===== src/source/ch_est_pkg.sv =====
package ch_est_pkg;

    // ========================================
    // shift case and control bundles
    // ========================================

    // pilot shift case, decoded from v_shift
    typedef enum logic [1:0] {
        shift_0 = 2'd0,
        shift_1 = 2'd1,
        shift_2 = 2'd2
    } shift_mode_t;

    // estimates 2 and 3 ready, from add burst slots 1 and 2
    typedef struct packed {
        logic e2_ready;
        logic e3_ready;
    } est_ready_t;

    // demapper read side
    typedef struct packed {
        logic [3:0] col;
        logic [1:0] nrs_index_addr;
        logic       demap_read;
    } demap_ctrl_t;

    // product and average memories
    typedef struct packed {
        logic [1:0] addr_mem;
        logic       mult_mem_en;
        logic       avg_mem_en;
    } mem_ctrl_t;

    // estimate registers and adder mux selects
    typedef struct packed {
        logic       en_reg_e;
        logic       en_reg_2e;
        logic       en_reg_5e;
        logic [2:0] s1a;
        logic [2:0] s1b;
        logic [2:0] s2a;
        logic [2:0] s2b;
        logic       s_est;
    } interp_ctrl_t;

    // interp events that drive the output select sequencer
    typedef struct packed {
        logic load_sel;
        logic valid_set;
        logic valid_clear;
    } interp_status_t;

    // equalizer out mux selects
    typedef struct packed {
        logic [1:0] s_h1;
        logic [1:0] s_h2;
        logic       valid_eqlz;
    } eqlz_out_t;

    // ========================================
    // constants
    // ========================================

    // adder mux select while the adder is idle
    localparam logic [2:0] sel_idle = 3'd7;

    // six 2-bit entries per select sequence
    localparam int out_sel_len = 12;

    // demapper pilot columns, entry 0 first
    localparam logic [3:0][3:0] pilot_cols = {4'd13, 4'd12, 4'd6, 4'd5};

    // out select tables, lowest entry goes out first
    localparam logic [out_sel_len-1:0] shift0_h1_seq = 12'b01_11_10_11_01_00;
    localparam logic [out_sel_len-1:0] shift0_h2_seq = 12'b10_11_00_00_01_00;
    localparam logic [out_sel_len-1:0] shift1_h1_seq = 12'b10_11_01_00_01_01;
    localparam logic [out_sel_len-1:0] shift1_h2_seq = 12'b00_10_11_10_10_01;
    localparam logic [out_sel_len-1:0] shift2_h1_seq = 12'b01_10_11_11_00_11;
    localparam logic [out_sel_len-1:0] shift2_h2_seq = 12'b11_10_00_01_00_00;

endpackage


===== src/source/demap_sequencer.sv =====
`timescale 1ns/1ps

module demap_sequencer
    import ch_est_pkg::*;
#(
    parameter int nrs_addr_width = 4
) (
    input  logic                      clk,
    input  logic                      rst,
    input  logic                      demap_ready,
    input  logic                      nrs_gen_ready,
    output demap_ctrl_t               demap,
    output logic [nrs_addr_width-1:0] rd_addr_nrs,
    output mem_ctrl_t                 mem,
    output est_ready_t                ready
);

    // multiply phase, store slot then add slot
    typedef enum logic [1:0] {
        st_idle  = 2'b00,
        st_store = 2'b01,
        st_add   = 2'b11
    } mult_state_t;

    mult_state_t cs;
    mult_state_t ns;
    logic [1:0]  cnt;
    logic        cnt_done;
    logic        busy;
    logic        first_slot;
    logic [1:0]  col_addr;
    logic [1:0]  nrs_index_addr;
    logic        mult_en_q;
    logic        avg_en_q;

    assign busy     = (cs != st_idle);
    assign cnt_done = (cnt == 2'd3);

    // ========================================
    // burst state machine
    // ========================================

    always_ff @(posedge clk or negedge rst) begin
        if (!rst) begin
            cs <= st_idle;
        end else begin
            cs <= ns;
        end
    end

    // readies only looked at in idle, no back-pressure mid burst
    always_comb begin
        ns = cs;
        case (cs)
            st_idle: begin
                if (demap_ready && nrs_gen_ready) begin
                    ns = first_slot ? st_store : st_add;
                end
            end
            st_store, st_add: begin
                if (cnt_done) begin
                    ns = st_idle;
                end
            end
            default: ns = st_idle;
        endcase
    end

    // burst counter wraps on its own after four reads
    always_ff @(posedge clk or negedge rst) begin
        if (!rst) begin
            cnt        <= 2'd0;
            first_slot <= 1'b1;
            col_addr   <= 2'd0;
        end else if (busy) begin
            cnt <= cnt + 2'd1;
            // slot flips at the end of every burst
            if (cnt_done) begin
                first_slot <= !first_slot;
            end
            // each column is read twice
            if (cnt[0]) begin
                col_addr <= col_addr + 2'd1;
            end
        end
    end

    // ========================================
    // pilot addresses and memory enables
    // ========================================

    // two reference symbols per pilot read
    always_ff @(posedge clk or negedge rst) begin
        if (!rst) begin
            nrs_index_addr <= 2'd0;
            rd_addr_nrs    <= '0;
        end else if (busy) begin
            nrs_index_addr <= nrs_index_addr + 2'd1;
            rd_addr_nrs    <= rd_addr_nrs + nrs_addr_width'(2);
        end
    end

    // product lands one cycle after the read
    always_ff @(posedge clk or negedge rst) begin
        if (!rst) begin
            mult_en_q <= 1'b0;
            avg_en_q  <= 1'b0;
        end else begin
            mult_en_q <= (cs == st_store);
            avg_en_q  <= (cs == st_add);
        end
    end

    always_comb begin
        demap.col            = pilot_cols[col_addr];
        demap.nrs_index_addr = nrs_index_addr;
        demap.demap_read     = busy;
        mem.addr_mem         = cnt;
        mem.mult_mem_en      = mult_en_q;
        mem.avg_mem_en       = avg_en_q;
        // estimate 2 and 3 averages become available mid add burst
        ready.e2_ready       = (cs == st_add) && (cnt == 2'd1);
        ready.e3_ready       = (cs == st_add) && (cnt == 2'd2);
    end

    // store and add never write in the same cycle
    a_mem_en_excl: assert property (@(posedge clk) disable iff (!rst)
        !(mem.mult_mem_en && mem.avg_mem_en));

    // a burst is four reads, then at least one idle cycle
    a_burst_len: assert property (@(posedge clk) disable iff (!rst)
        demap.demap_read [*4] |=> !demap.demap_read);

endmodule


===== src/source/interp_sequencer.sv =====
`timescale 1ns/1ps

module interp_sequencer
    import ch_est_pkg::*;
(
    input  logic           clk,
    input  logic           rst,
    input  logic [2:0]     v_shift,
    input  est_ready_t     ready,
    output shift_mode_t    shift,
    output interp_ctrl_t   ctrl,
    output interp_status_t status
);

    // adder 1 states named after the sum they form
    typedef enum logic [3:0] {
        a1_idle    = 4'b0000,
        a1_e2      = 4'b0010,
        a1_2e2     = 4'b0011,
        a1_e2_2e3  = 4'b0001,
        a1_e2_2e4  = 4'b0100,
        a1_2e2_5e4 = 4'b0101,
        a1_2e3_e1  = 4'b1000,
        a1_2e3     = 4'b1100,
        a1_5e1_2e3 = 4'b1110
    } a1_state_t;

    // adder 2 states
    typedef enum logic [3:0] {
        a2_idle   = 4'b0000,
        a2_2e1_e3 = 4'b0001,
        a2_e1_2e3 = 4'b0011,
        a2_2e2_e3 = 4'b0010,
        a2_2e2_e4 = 4'b0100,
        a2_5e4    = 4'b0101,
        a2_4e4_e2 = 4'b0111,
        a2_e3     = 4'b1000,
        a2_4e1_e3 = 4'b1010,
        a2_5e1    = 4'b1011
    } a2_state_t;

    a1_state_t  cs_a1;
    a1_state_t  ns_a1;
    a2_state_t  cs_a2;
    a2_state_t  ns_a2;
    logic       go_1;
    logic       go_2;
    logic [5:0] sel_a1;
    logic [5:0] sel_a2;

    // ========================================
    // shift decode
    // ========================================

    always_comb begin
        case (v_shift)
            3'd0, 3'd3: shift = shift_0;
            3'd1, 3'd4: shift = shift_1;
            default:    shift = shift_2;
        endcase
    end

    // ========================================
    // adder state machines
    // ========================================

    always_ff @(posedge clk or negedge rst) begin
        if (!rst) begin
            cs_a1 <= a1_idle;
            cs_a2 <= a2_idle;
        end else begin
            cs_a1 <= ns_a1;
            cs_a2 <= ns_a2;
        end
    end

    // unlisted states fall back to idle
    always_comb begin
        ns_a1 = a1_idle;
        ns_a2 = a2_idle;
        case (shift)
            shift_0: begin
                case (cs_a1)
                    a1_idle:    ns_a1 = ready.e2_ready ? a1_e2 : a1_idle;
                    a1_e2:      ns_a1 = a1_2e2;
                    a1_2e2:     ns_a1 = go_1 ? a1_e2_2e3 : a1_2e2;
                    a1_e2_2e3:  ns_a1 = go_1 ? a1_e2_2e4 : a1_e2_2e3;
                    a1_e2_2e4:  ns_a1 = a1_2e2_5e4;
                    default:    ns_a1 = a1_idle;
                endcase
                case (cs_a2)
                    a2_idle:    ns_a2 = ready.e3_ready ? a2_2e1_e3 : a2_idle;
                    a2_2e1_e3:  ns_a2 = a2_e1_2e3;
                    a2_e1_2e3:  ns_a2 = a2_2e2_e3;
                    a2_2e2_e3:  ns_a2 = a2_2e2_e4;
                    a2_2e2_e4:  ns_a2 = a2_5e4;
                    a2_5e4:     ns_a2 = a2_4e4_e2;
                    default:    ns_a2 = a2_idle;
                endcase
            end
            shift_1: begin
                // adder 1 trails adder 2 here
                case (cs_a1)
                    a1_idle:    ns_a1 = (cs_a2 == a2_4e1_e3) ? a1_2e3_e1 : a1_idle;
                    a1_2e3_e1:  ns_a1 = a1_e2_2e3;
                    a1_e2_2e3:  ns_a1 = a1_e2;
                    a1_e2:      ns_a1 = a1_e2_2e4;
                    default:    ns_a1 = a1_idle;
                endcase
                case (cs_a2)
                    a2_idle:    ns_a2 = ready.e3_ready ? a2_e3 : a2_idle;
                    a2_e3:      ns_a2 = a2_4e1_e3;
                    a2_4e1_e3:  ns_a2 = a2_2e1_e3;
                    a2_2e1_e3:  ns_a2 = go_2 ? a2_2e2_e3 : a2_2e1_e3;
                    a2_2e2_e3:  ns_a2 = a2_2e2_e4;
                    a2_2e2_e4:  ns_a2 = a2_4e4_e2;
                    default:    ns_a2 = a2_idle;
                endcase
            end
            default: begin
                case (cs_a1)
                    a1_idle:    ns_a1 = ready.e3_ready ? a1_2e3 : a1_idle;
                    a1_2e3:     ns_a1 = a1_5e1_2e3;
                    a1_5e1_2e3: ns_a1 = go_1 ? a1_2e3_e1 : a1_5e1_2e3;
                    a1_2e3_e1:  ns_a1 = a1_e2_2e3;
                    a1_e2_2e3:  ns_a1 = go_1 ? a1_e2_2e4 : a1_e2_2e3;
                    default:    ns_a1 = a1_idle;
                endcase
                case (cs_a2)
                    a2_idle:    ns_a2 = ready.e2_ready ? a2_5e1 : a2_idle;
                    a2_5e1:     ns_a2 = a2_e3;
                    a2_e3:      ns_a2 = a2_4e1_e3;
                    a2_4e1_e3:  ns_a2 = a2_2e1_e3;
                    a2_2e1_e3:  ns_a2 = go_2 ? a2_2e2_e3 : a2_2e1_e3;
                    a2_2e2_e3:  ns_a2 = a2_2e2_e4;
                    default:    ns_a2 = a2_idle;
                endcase
            end
        endcase
    end

    // go pulses hold a waiting state for one extra cycle
    always_ff @(posedge clk or negedge rst) begin
        if (!rst) begin
            go_1 <= 1'b0;
            go_2 <= 1'b0;
        end else begin
            go_1 <= !go_1 && (cs_a1 inside {a1_2e2, a1_e2_2e3, a1_5e1_2e3});
            go_2 <= !go_2 && (cs_a2 == a2_2e1_e3);
        end
    end

    // ========================================
    // mux selects and register enables
    // ========================================

    // {s1a, s1b}
    always_comb begin
        case (cs_a1)
            a1_e2:      sel_a1 = {3'd0, 3'd0};
            a1_2e2:     sel_a1 = {3'd1, 3'd0};
            a1_e2_2e3:  sel_a1 = {3'd3, 3'd1};
            a1_e2_2e4:  sel_a1 = {3'd3, 3'd3};
            a1_2e2_5e4: sel_a1 = {3'd2, 3'd2};
            a1_2e3_e1:  sel_a1 = {3'd6, 3'd6};
            a1_2e3:     sel_a1 = {3'd4, 3'd0};
            a1_5e1_2e3: sel_a1 = {3'd5, 3'd4};
            default:    sel_a1 = {sel_idle, sel_idle};
        endcase
    end

    // {s2a, s2b}
    always_comb begin
        case (cs_a2)
            a2_2e1_e3: sel_a2 = {3'd0, 3'd0};
            a2_e1_2e3: sel_a2 = {3'd1, 3'd1};
            a2_2e2_e3: sel_a2 = {3'd3, 3'd0};
            a2_2e2_e4: sel_a2 = {3'd3, 3'd3};
            a2_5e4:    sel_a2 = {3'd2, 3'd3};
            a2_4e4_e2: sel_a2 = {3'd2, 3'd2};
            a2_e3:     sel_a2 = {3'd6, 3'd6};
            a2_4e1_e3: sel_a2 = {3'd4, 3'd4};
            a2_5e1:    sel_a2 = {3'd1, 3'd4};
            default:   sel_a2 = {sel_idle, sel_idle};
        endcase
    end

    // enable rides on the state whose sum is ready at its end
    always_comb begin
        ctrl.en_reg_e  = (shift == shift_0 && cs_a1 == a1_2e2)
                      || (shift == shift_1 && cs_a1 == a1_e2_2e4);
        // shift_1 stores -e3 in the 2e register
        ctrl.en_reg_2e = (shift == shift_0 && cs_a1 == a1_e2_2e3)
                      || (shift == shift_1 && cs_a2 == a2_4e1_e3)
                      || (shift == shift_2 && cs_a1 == a1_5e1_2e3);
        // 5e written when adder 1 ends on 2e2+5e4 beside adder 2
        ctrl.en_reg_5e = (cs_a1 == a1_2e2_5e4) && (cs_a2 == a2_4e4_e2);
        {ctrl.s1a, ctrl.s1b} = sel_a1;
        {ctrl.s2a, ctrl.s2b} = sel_a2;
        // out mux pairs swap only for shift_1
        ctrl.s_est = shift[0];
    end

    // load two cycles ahead of valid and clear as the last adder goes idle
    always_comb begin
        status.load_sel    = (shift == shift_0 && cs_a1 == a1_e2) || (cs_a2 == a2_e3);
        status.valid_set   = (shift == shift_0 && cs_a2 == a2_2e1_e3)
                          || (cs_a2 == a2_4e1_e3);
        status.valid_clear = (shift == shift_2) ? (ns_a1 == a1_idle) : (ns_a2 == a2_idle);
    end

    // shift_1 has no 5e estimate
    a_no_5e_shift1: assert property (@(posedge clk) disable iff (!rst)
        $rose(ctrl.en_reg_5e) |-> shift != shift_1);

endmodule


===== src/source/eqlz_select_sequencer.sv =====
`timescale 1ns/1ps

module eqlz_select_sequencer
    import ch_est_pkg::*;
(
    input  logic           clk,
    input  logic           rst,
    input  shift_mode_t    shift,
    input  interp_status_t status,
    output eqlz_out_t      eqlz
);

    logic [out_sel_len-1:0] h1_seq;
    logic [out_sel_len-1:0] h2_seq;
    logic                   sh;
    logic                   valid_q;

    // ========================================
    // select sequence registers
    // ========================================

    // load, one extra shift, then shift while valid
    always_ff @(posedge clk or negedge rst) begin
        if (!rst) begin
            h1_seq <= '0;
            h2_seq <= '0;
            sh     <= 1'b0;
        end else if (status.load_sel) begin
            sh <= 1'b1;
            case (shift)
                shift_0: begin
                    h1_seq <= shift0_h1_seq;
                    h2_seq <= shift0_h2_seq;
                end
                shift_1: begin
                    h1_seq <= shift1_h1_seq;
                    h2_seq <= shift1_h2_seq;
                end
                default: begin
                    h1_seq <= shift2_h1_seq;
                    h2_seq <= shift2_h2_seq;
                end
            endcase
        end else if (sh || valid_q) begin
            h1_seq <= h1_seq >> 2;
            h2_seq <= h2_seq >> 2;
            sh     <= 1'b0;
        end
    end

    // clear wins, it holds while the adders sit idle
    always_ff @(posedge clk or negedge rst) begin
        if (!rst) begin
            valid_q <= 1'b0;
        end else if (status.valid_clear) begin
            valid_q <= 1'b0;
        end else if (status.valid_set) begin
            valid_q <= 1'b1;
        end
    end

    always_comb begin
        eqlz.s_h1       = h1_seq[1:0];
        eqlz.s_h2       = h2_seq[1:0];
        eqlz.valid_eqlz = valid_q;
    end

    // a new load would cut off the running sequence
    a_no_load_in_valid: assert property (@(posedge clk) disable iff (!rst)
        status.load_sel |-> !eqlz.valid_eqlz);

endmodule


===== src/source/ch_est_ctrl.sv =====
`timescale 1ns/1ps

module ch_est_ctrl
    import ch_est_pkg::*;
#(
    parameter int nrs_addr_width = 4
) (
    input  logic                      clk,
    input  logic                      rst,
    input  logic                      demap_ready,
    input  logic                      nrs_gen_ready,
    input  logic [2:0]                v_shift,
    output demap_ctrl_t               demap,
    output logic [nrs_addr_width-1:0] rd_addr_nrs,
    output mem_ctrl_t                 mem,
    output interp_ctrl_t              interp,
    output eqlz_out_t                 eqlz
);

    est_ready_t     est_ready;
    shift_mode_t    shift;
    interp_status_t interp_status;

    // ========================================
    // multiply, interpolate, select
    // ========================================

    demap_sequencer #(
        .nrs_addr_width(nrs_addr_width)
    ) demap_seq0 (
        .clk          (clk),
        .rst          (rst),
        .demap_ready  (demap_ready),
        .nrs_gen_ready(nrs_gen_ready),
        .demap        (demap),
        .rd_addr_nrs  (rd_addr_nrs),
        .mem          (mem),
        .ready        (est_ready)
    );

    interp_sequencer interp_seq0 (
        .clk    (clk),
        .rst    (rst),
        .v_shift(v_shift),
        .ready  (est_ready),
        .shift  (shift),
        .ctrl   (interp),
        .status (interp_status)
    );

    eqlz_select_sequencer eqlz_seq0 (
        .clk   (clk),
        .rst   (rst),
        .shift (shift),
        .status(interp_status),
        .eqlz  (eqlz)
    );

endmodule


===== config.mk =====
export PLATFORM = sky130hd
export DESIGN_NAME = ch_est_ctrl
export DESIGN_NICKNAME = d
export VERILOG_FILES = /design/src/source/ch_est_pkg.sv /design/src/source/demap_sequencer.sv /design/src/source/interp_sequencer.sv /design/src/source/eqlz_select_sequencer.sv /design/src/source/ch_est_ctrl.sv
export SDC_FILE = /design/constraint.sdc
export NUM_CORES = 1
export LEC_CHECK = 0
export ABC_CLOCK_PERIOD_IN_PS = 5000
export BUFFER_PORTS_ARGS = -buffer_cell sky130_fd_sc_hd__buf_2
export CORE_MARGIN = 5
export CORE_UTILIZATION = 47
export CTS_CLUSTER_SIZE = 24
export DETAILED_ROUTE_END_ITERATION = 6
export PLACE_DENSITY_LB_ADDON = 0.08
export SKIP_LAST_GASP = 1
export SYNTH_ARGS = -nofsm -noshare
export SYNTH_HDL_FRONTEND = slang
export SYNTH_HIERARCHICAL = 1
export SYNTH_SLANG_ARGS = --single-unit

===== constraint.sdc =====
create_clock -name clk -period 5 [get_ports clk]
set_clock_uncertainty 0.15 [all_clocks]
set_input_delay 0.5 -clock clk [delete_from_list [all_inputs] [get_ports clk]]
set_output_delay 0.5 -clock clk [all_outputs]
set_load 0.02 [all_outputs]

==> results.json <==
{
  "power_density_nw_per_um2": 575,
  "final.setup.tns_ns": 0,
  "min_period_ns": 2.80,
  "syn_area_sq_um": 2970,
  "yosysWarnings": 6,
  "ys_seq_elements": 49,
  "wirelength_microns": 6330,
  "drv_cap": 0,
  "die-area_sq_um": 8000,
  "finalInstanceArea_sq_um": 3170,
  "num_vias": 2320,
  "die_w_microns": 89.4,
  "r2r_slack_ns": 2.20,
  "synth_cell_types": 59,
  "synth_edf_count": 0,
  "final_nets": 355,
  "start_util_pct": 47.5,
  "synth.yosys.seq_area_share_pct": 41.4,
  "final.period_utilization_pct": 56.0,
  "drt_iter0_drc": 131,
  "cts-root-buf": "clkbuf_8",
  "dr.pass1.iters": 4,
  "insertedDiodeCount": 0,
  "cp_data_required_time_ns": 5.03,
  "track_usage_pct": 16.9,
  "tightestPinTransition_ns": 0.700,
  "rsz0062_at_grt": "false",
  "grt_overflow_total": 0,
  "crit_fanout": 24,
  "layout-drive-gt1-share_pct": 20.7,
  "drv_slew": 0,
  "power_mw": 1.82,
  "synthArstFlopShare_pct": 100,
  "worstSetupEndpointType": "flop",
  "cts_sinks": 49,
  "hpwl_microns": 4350,
  "relSlewSlack_pct": 53.3,
  "ant_nets": 0,
  "cts_buffer_depth": 2,
  "critPathLaunchType": "flop",
  "finalHoldViolations": 0,
  "place_area_sq_um": 3070,
  "die_y_microns": 89.4,
  "core_sq_um": 6240,
  "dp.cells": 407,
  "setup_viol": 0,
  "ir_worst_vdd_mv": 0.381,
  "io_buffers": 40,
  "cts_max_level": 2,
  "ctsHoldBuffers": 0,
  "outcome": "finished clean",
  "antenna_found_initial": 0,
  "worstSetupPathType": "reg -> reg",
  "clkSlewWorstSetupHoldPaths_ns": 0.09,
  "holdCritPathClass": "in -> async",
  "numCtsBuffers": 5,
  "route.detailed.drc": 0,
  "gp_congestion": 0.863,
  "p_leak_nw": 1.44,
  "synth_cells": 323,
  "grt_pass1_wl_microns": 10700,
  "cts_setup_buffers": 0,
  "num_io_pins": 43,
  "first_global_vias": 2164,
  "post-route-util_pct": 50.8,
  "area_growth_pct": 6.83,
  "final_cell_count_no_fill": 415,
  "cp.arrival_ns": 2.83,
  "clk_latency_ns": 0.30,
  "fmaxAchievable_mhz": 357,
  "syn_avg_cell_area_sq_um": 9.18,
  "cts_resized": 0,
  "cts_tree": "done",
  "synth_flop_cell": "dfrtp_1",
  "post_drt_wl_per_cell_microns": 15.3,
  "row_count": 29,
  "vias_per_cell": 5.59,
  "syn_nets": 341,
  "grt_start_max_net_pins": 50
}
## Yosys cell counts, types with 2 or more instances
master,number,area share [%]
a211o_1,2,0.59
a211oi_1,5,1.3
a211oi_2,3,1.3
a21o_1,3,0.76
a21oi_1,19,3.2
a22oi_1,2,0.51
a31oi_1,4,0.84
a32oi_1,4,1.2
and3_1,2,0.42
buf_2,6,1.0
buf_4,14,3.5
buf_6,2,0.76
clkbuf_1,13,1.6
conb_1,2,0.25
dfrtp_1,48,40
ha_1,11,4.6
inv_1,13,1.6
inv_2,3,0.38
mux2i_1,5,1.7
nand2_1,26,3.3
nand2b_1,7,1.5
nand3_1,4,0.67
nand3b_1,3,0.76
nand4_1,2,0.42
nor2_1,23,2.9
nor2b_1,4,0.84
nor3_1,28,4.7
nor4b_1,2,0.59
o211ai_1,2,0.51
o21ai_0,13,2.2
o21ai_1,4,0.67
o31ai_1,9,2.3
or2_2,2,0.42
xnor2_1,8,2.4
## logic make-up after synthesis
family                     count (synthesis)  share of synthesized area, %
DFF                                       49                          41.4
muxes                                      7                          2.95
xor gates and xnor gates                   9                          2.66
other                                      2                         0.253
adders and majority gates                 11                          4.64
AOI/OAI and AO/OA                         84                          20.1
and+or+nand+nor                          109                          18.6
buffers and inverters                     52                          9.49
## layout by cell type, fill, tap and decap left out, types with 5 or more instances in the layout
master     n
inv_1     13
ha_1      11
o31ai_1    9
a21oi_1   19
dfrtp_1   48
nand2b_1   7
buf_2     40
a211oi_1   5
clkbuf_8   7
nor3_1    28
mux2i_1    5
nor2_1    23
nand2_1   26
o21ai_0   12
xnor2_1    8
## metrics by stage
stage	hold WS [ns]	setup WS (ns)
4_1_cts	0.152	2.25
5_1_grt	0.176	1.95
6_report	0.130	2.20
2_1_floorplan	0.0544	2.68
3_5_place_dp	0.312	2.26
3_3_place_gp	0.310	2.27
## final cells by class
type,instances,area (sq um)
fill,598,3070
inverter,16,60.1
multi-input combinational,222,1460
timing repair buffer,43,223
sequential,49,1230
tap,77,96.3
clock buffer,7,96.3
clock inverter,1,5.00
## sequential cells by signal, summed over array words and instances (netlist names), 2 cells and up
signal / flops
eqlz_seq0/h2_seq: 11
demap_seq0/cnt: 2
demap_seq0/col_addr: 2
demap_seq0/cs: 2
demap_seq0/rd_addr_nrs: 3
eqlz_seq0/h1_seq: 12
interp_seq0/cs_a2: 4
interp_seq0/cs_a1: 4
demap_seq0/nrs_index_addr: 2
## worst paths after layout
kind	startpoint	to	cells after the start
max in group asynchronous	rst	interp_seq0/cs_a1[1]	2
worst max-delay path	interp_seq0/cs_a1[3]	eqlz_seq0/h1_seq[6]	7
worst max register to register	interp_seq0/cs_a1[3]	eqlz_seq0/h1_seq[6]	7
min in group clk	demap_seq0/nrs_index_addr[1]	demap_seq0/nrs_index_addr[1]	1
worst min register to register	demap_seq0/nrs_index_addr[1]	demap_seq0/nrs_index_addr[1]	1
worst min-delay path	rst	eqlz_seq0/h1_seq[7]	2
## report_power, final
part / switching [mW] / internal (mW)
clock: 0.125 / 0.125
sequential: 0.152 / 0.561
combinational: 0.510 / 0.348
## layer usage
metal / global-route usage (%) / vias up / wire length [microns] / share of wire, %
met3: 3.23 / 5 / 316 / 5.0
met2: 25.5 / 57 / 2890 / 46
met1: 24.6 / 1101 / 3070 / 49
met5: 0 / - / 0 / 0
met4: 4.87 / 0 / 52 / 0.82
li1: - / 1157 / - / -
## worst max-delay path, cell delays in order (launching register included)
cell     delay, ns
dfrtp_1       0.64
nor2_1        0.37
nand2_1       0.14
o21ai_2       0.50
buf_4         0.35
nor2b_1       0.24
nor2b_1       0.20
nor3_1        0.08
No activity file was read; power rests on OpenSTA's default activity.
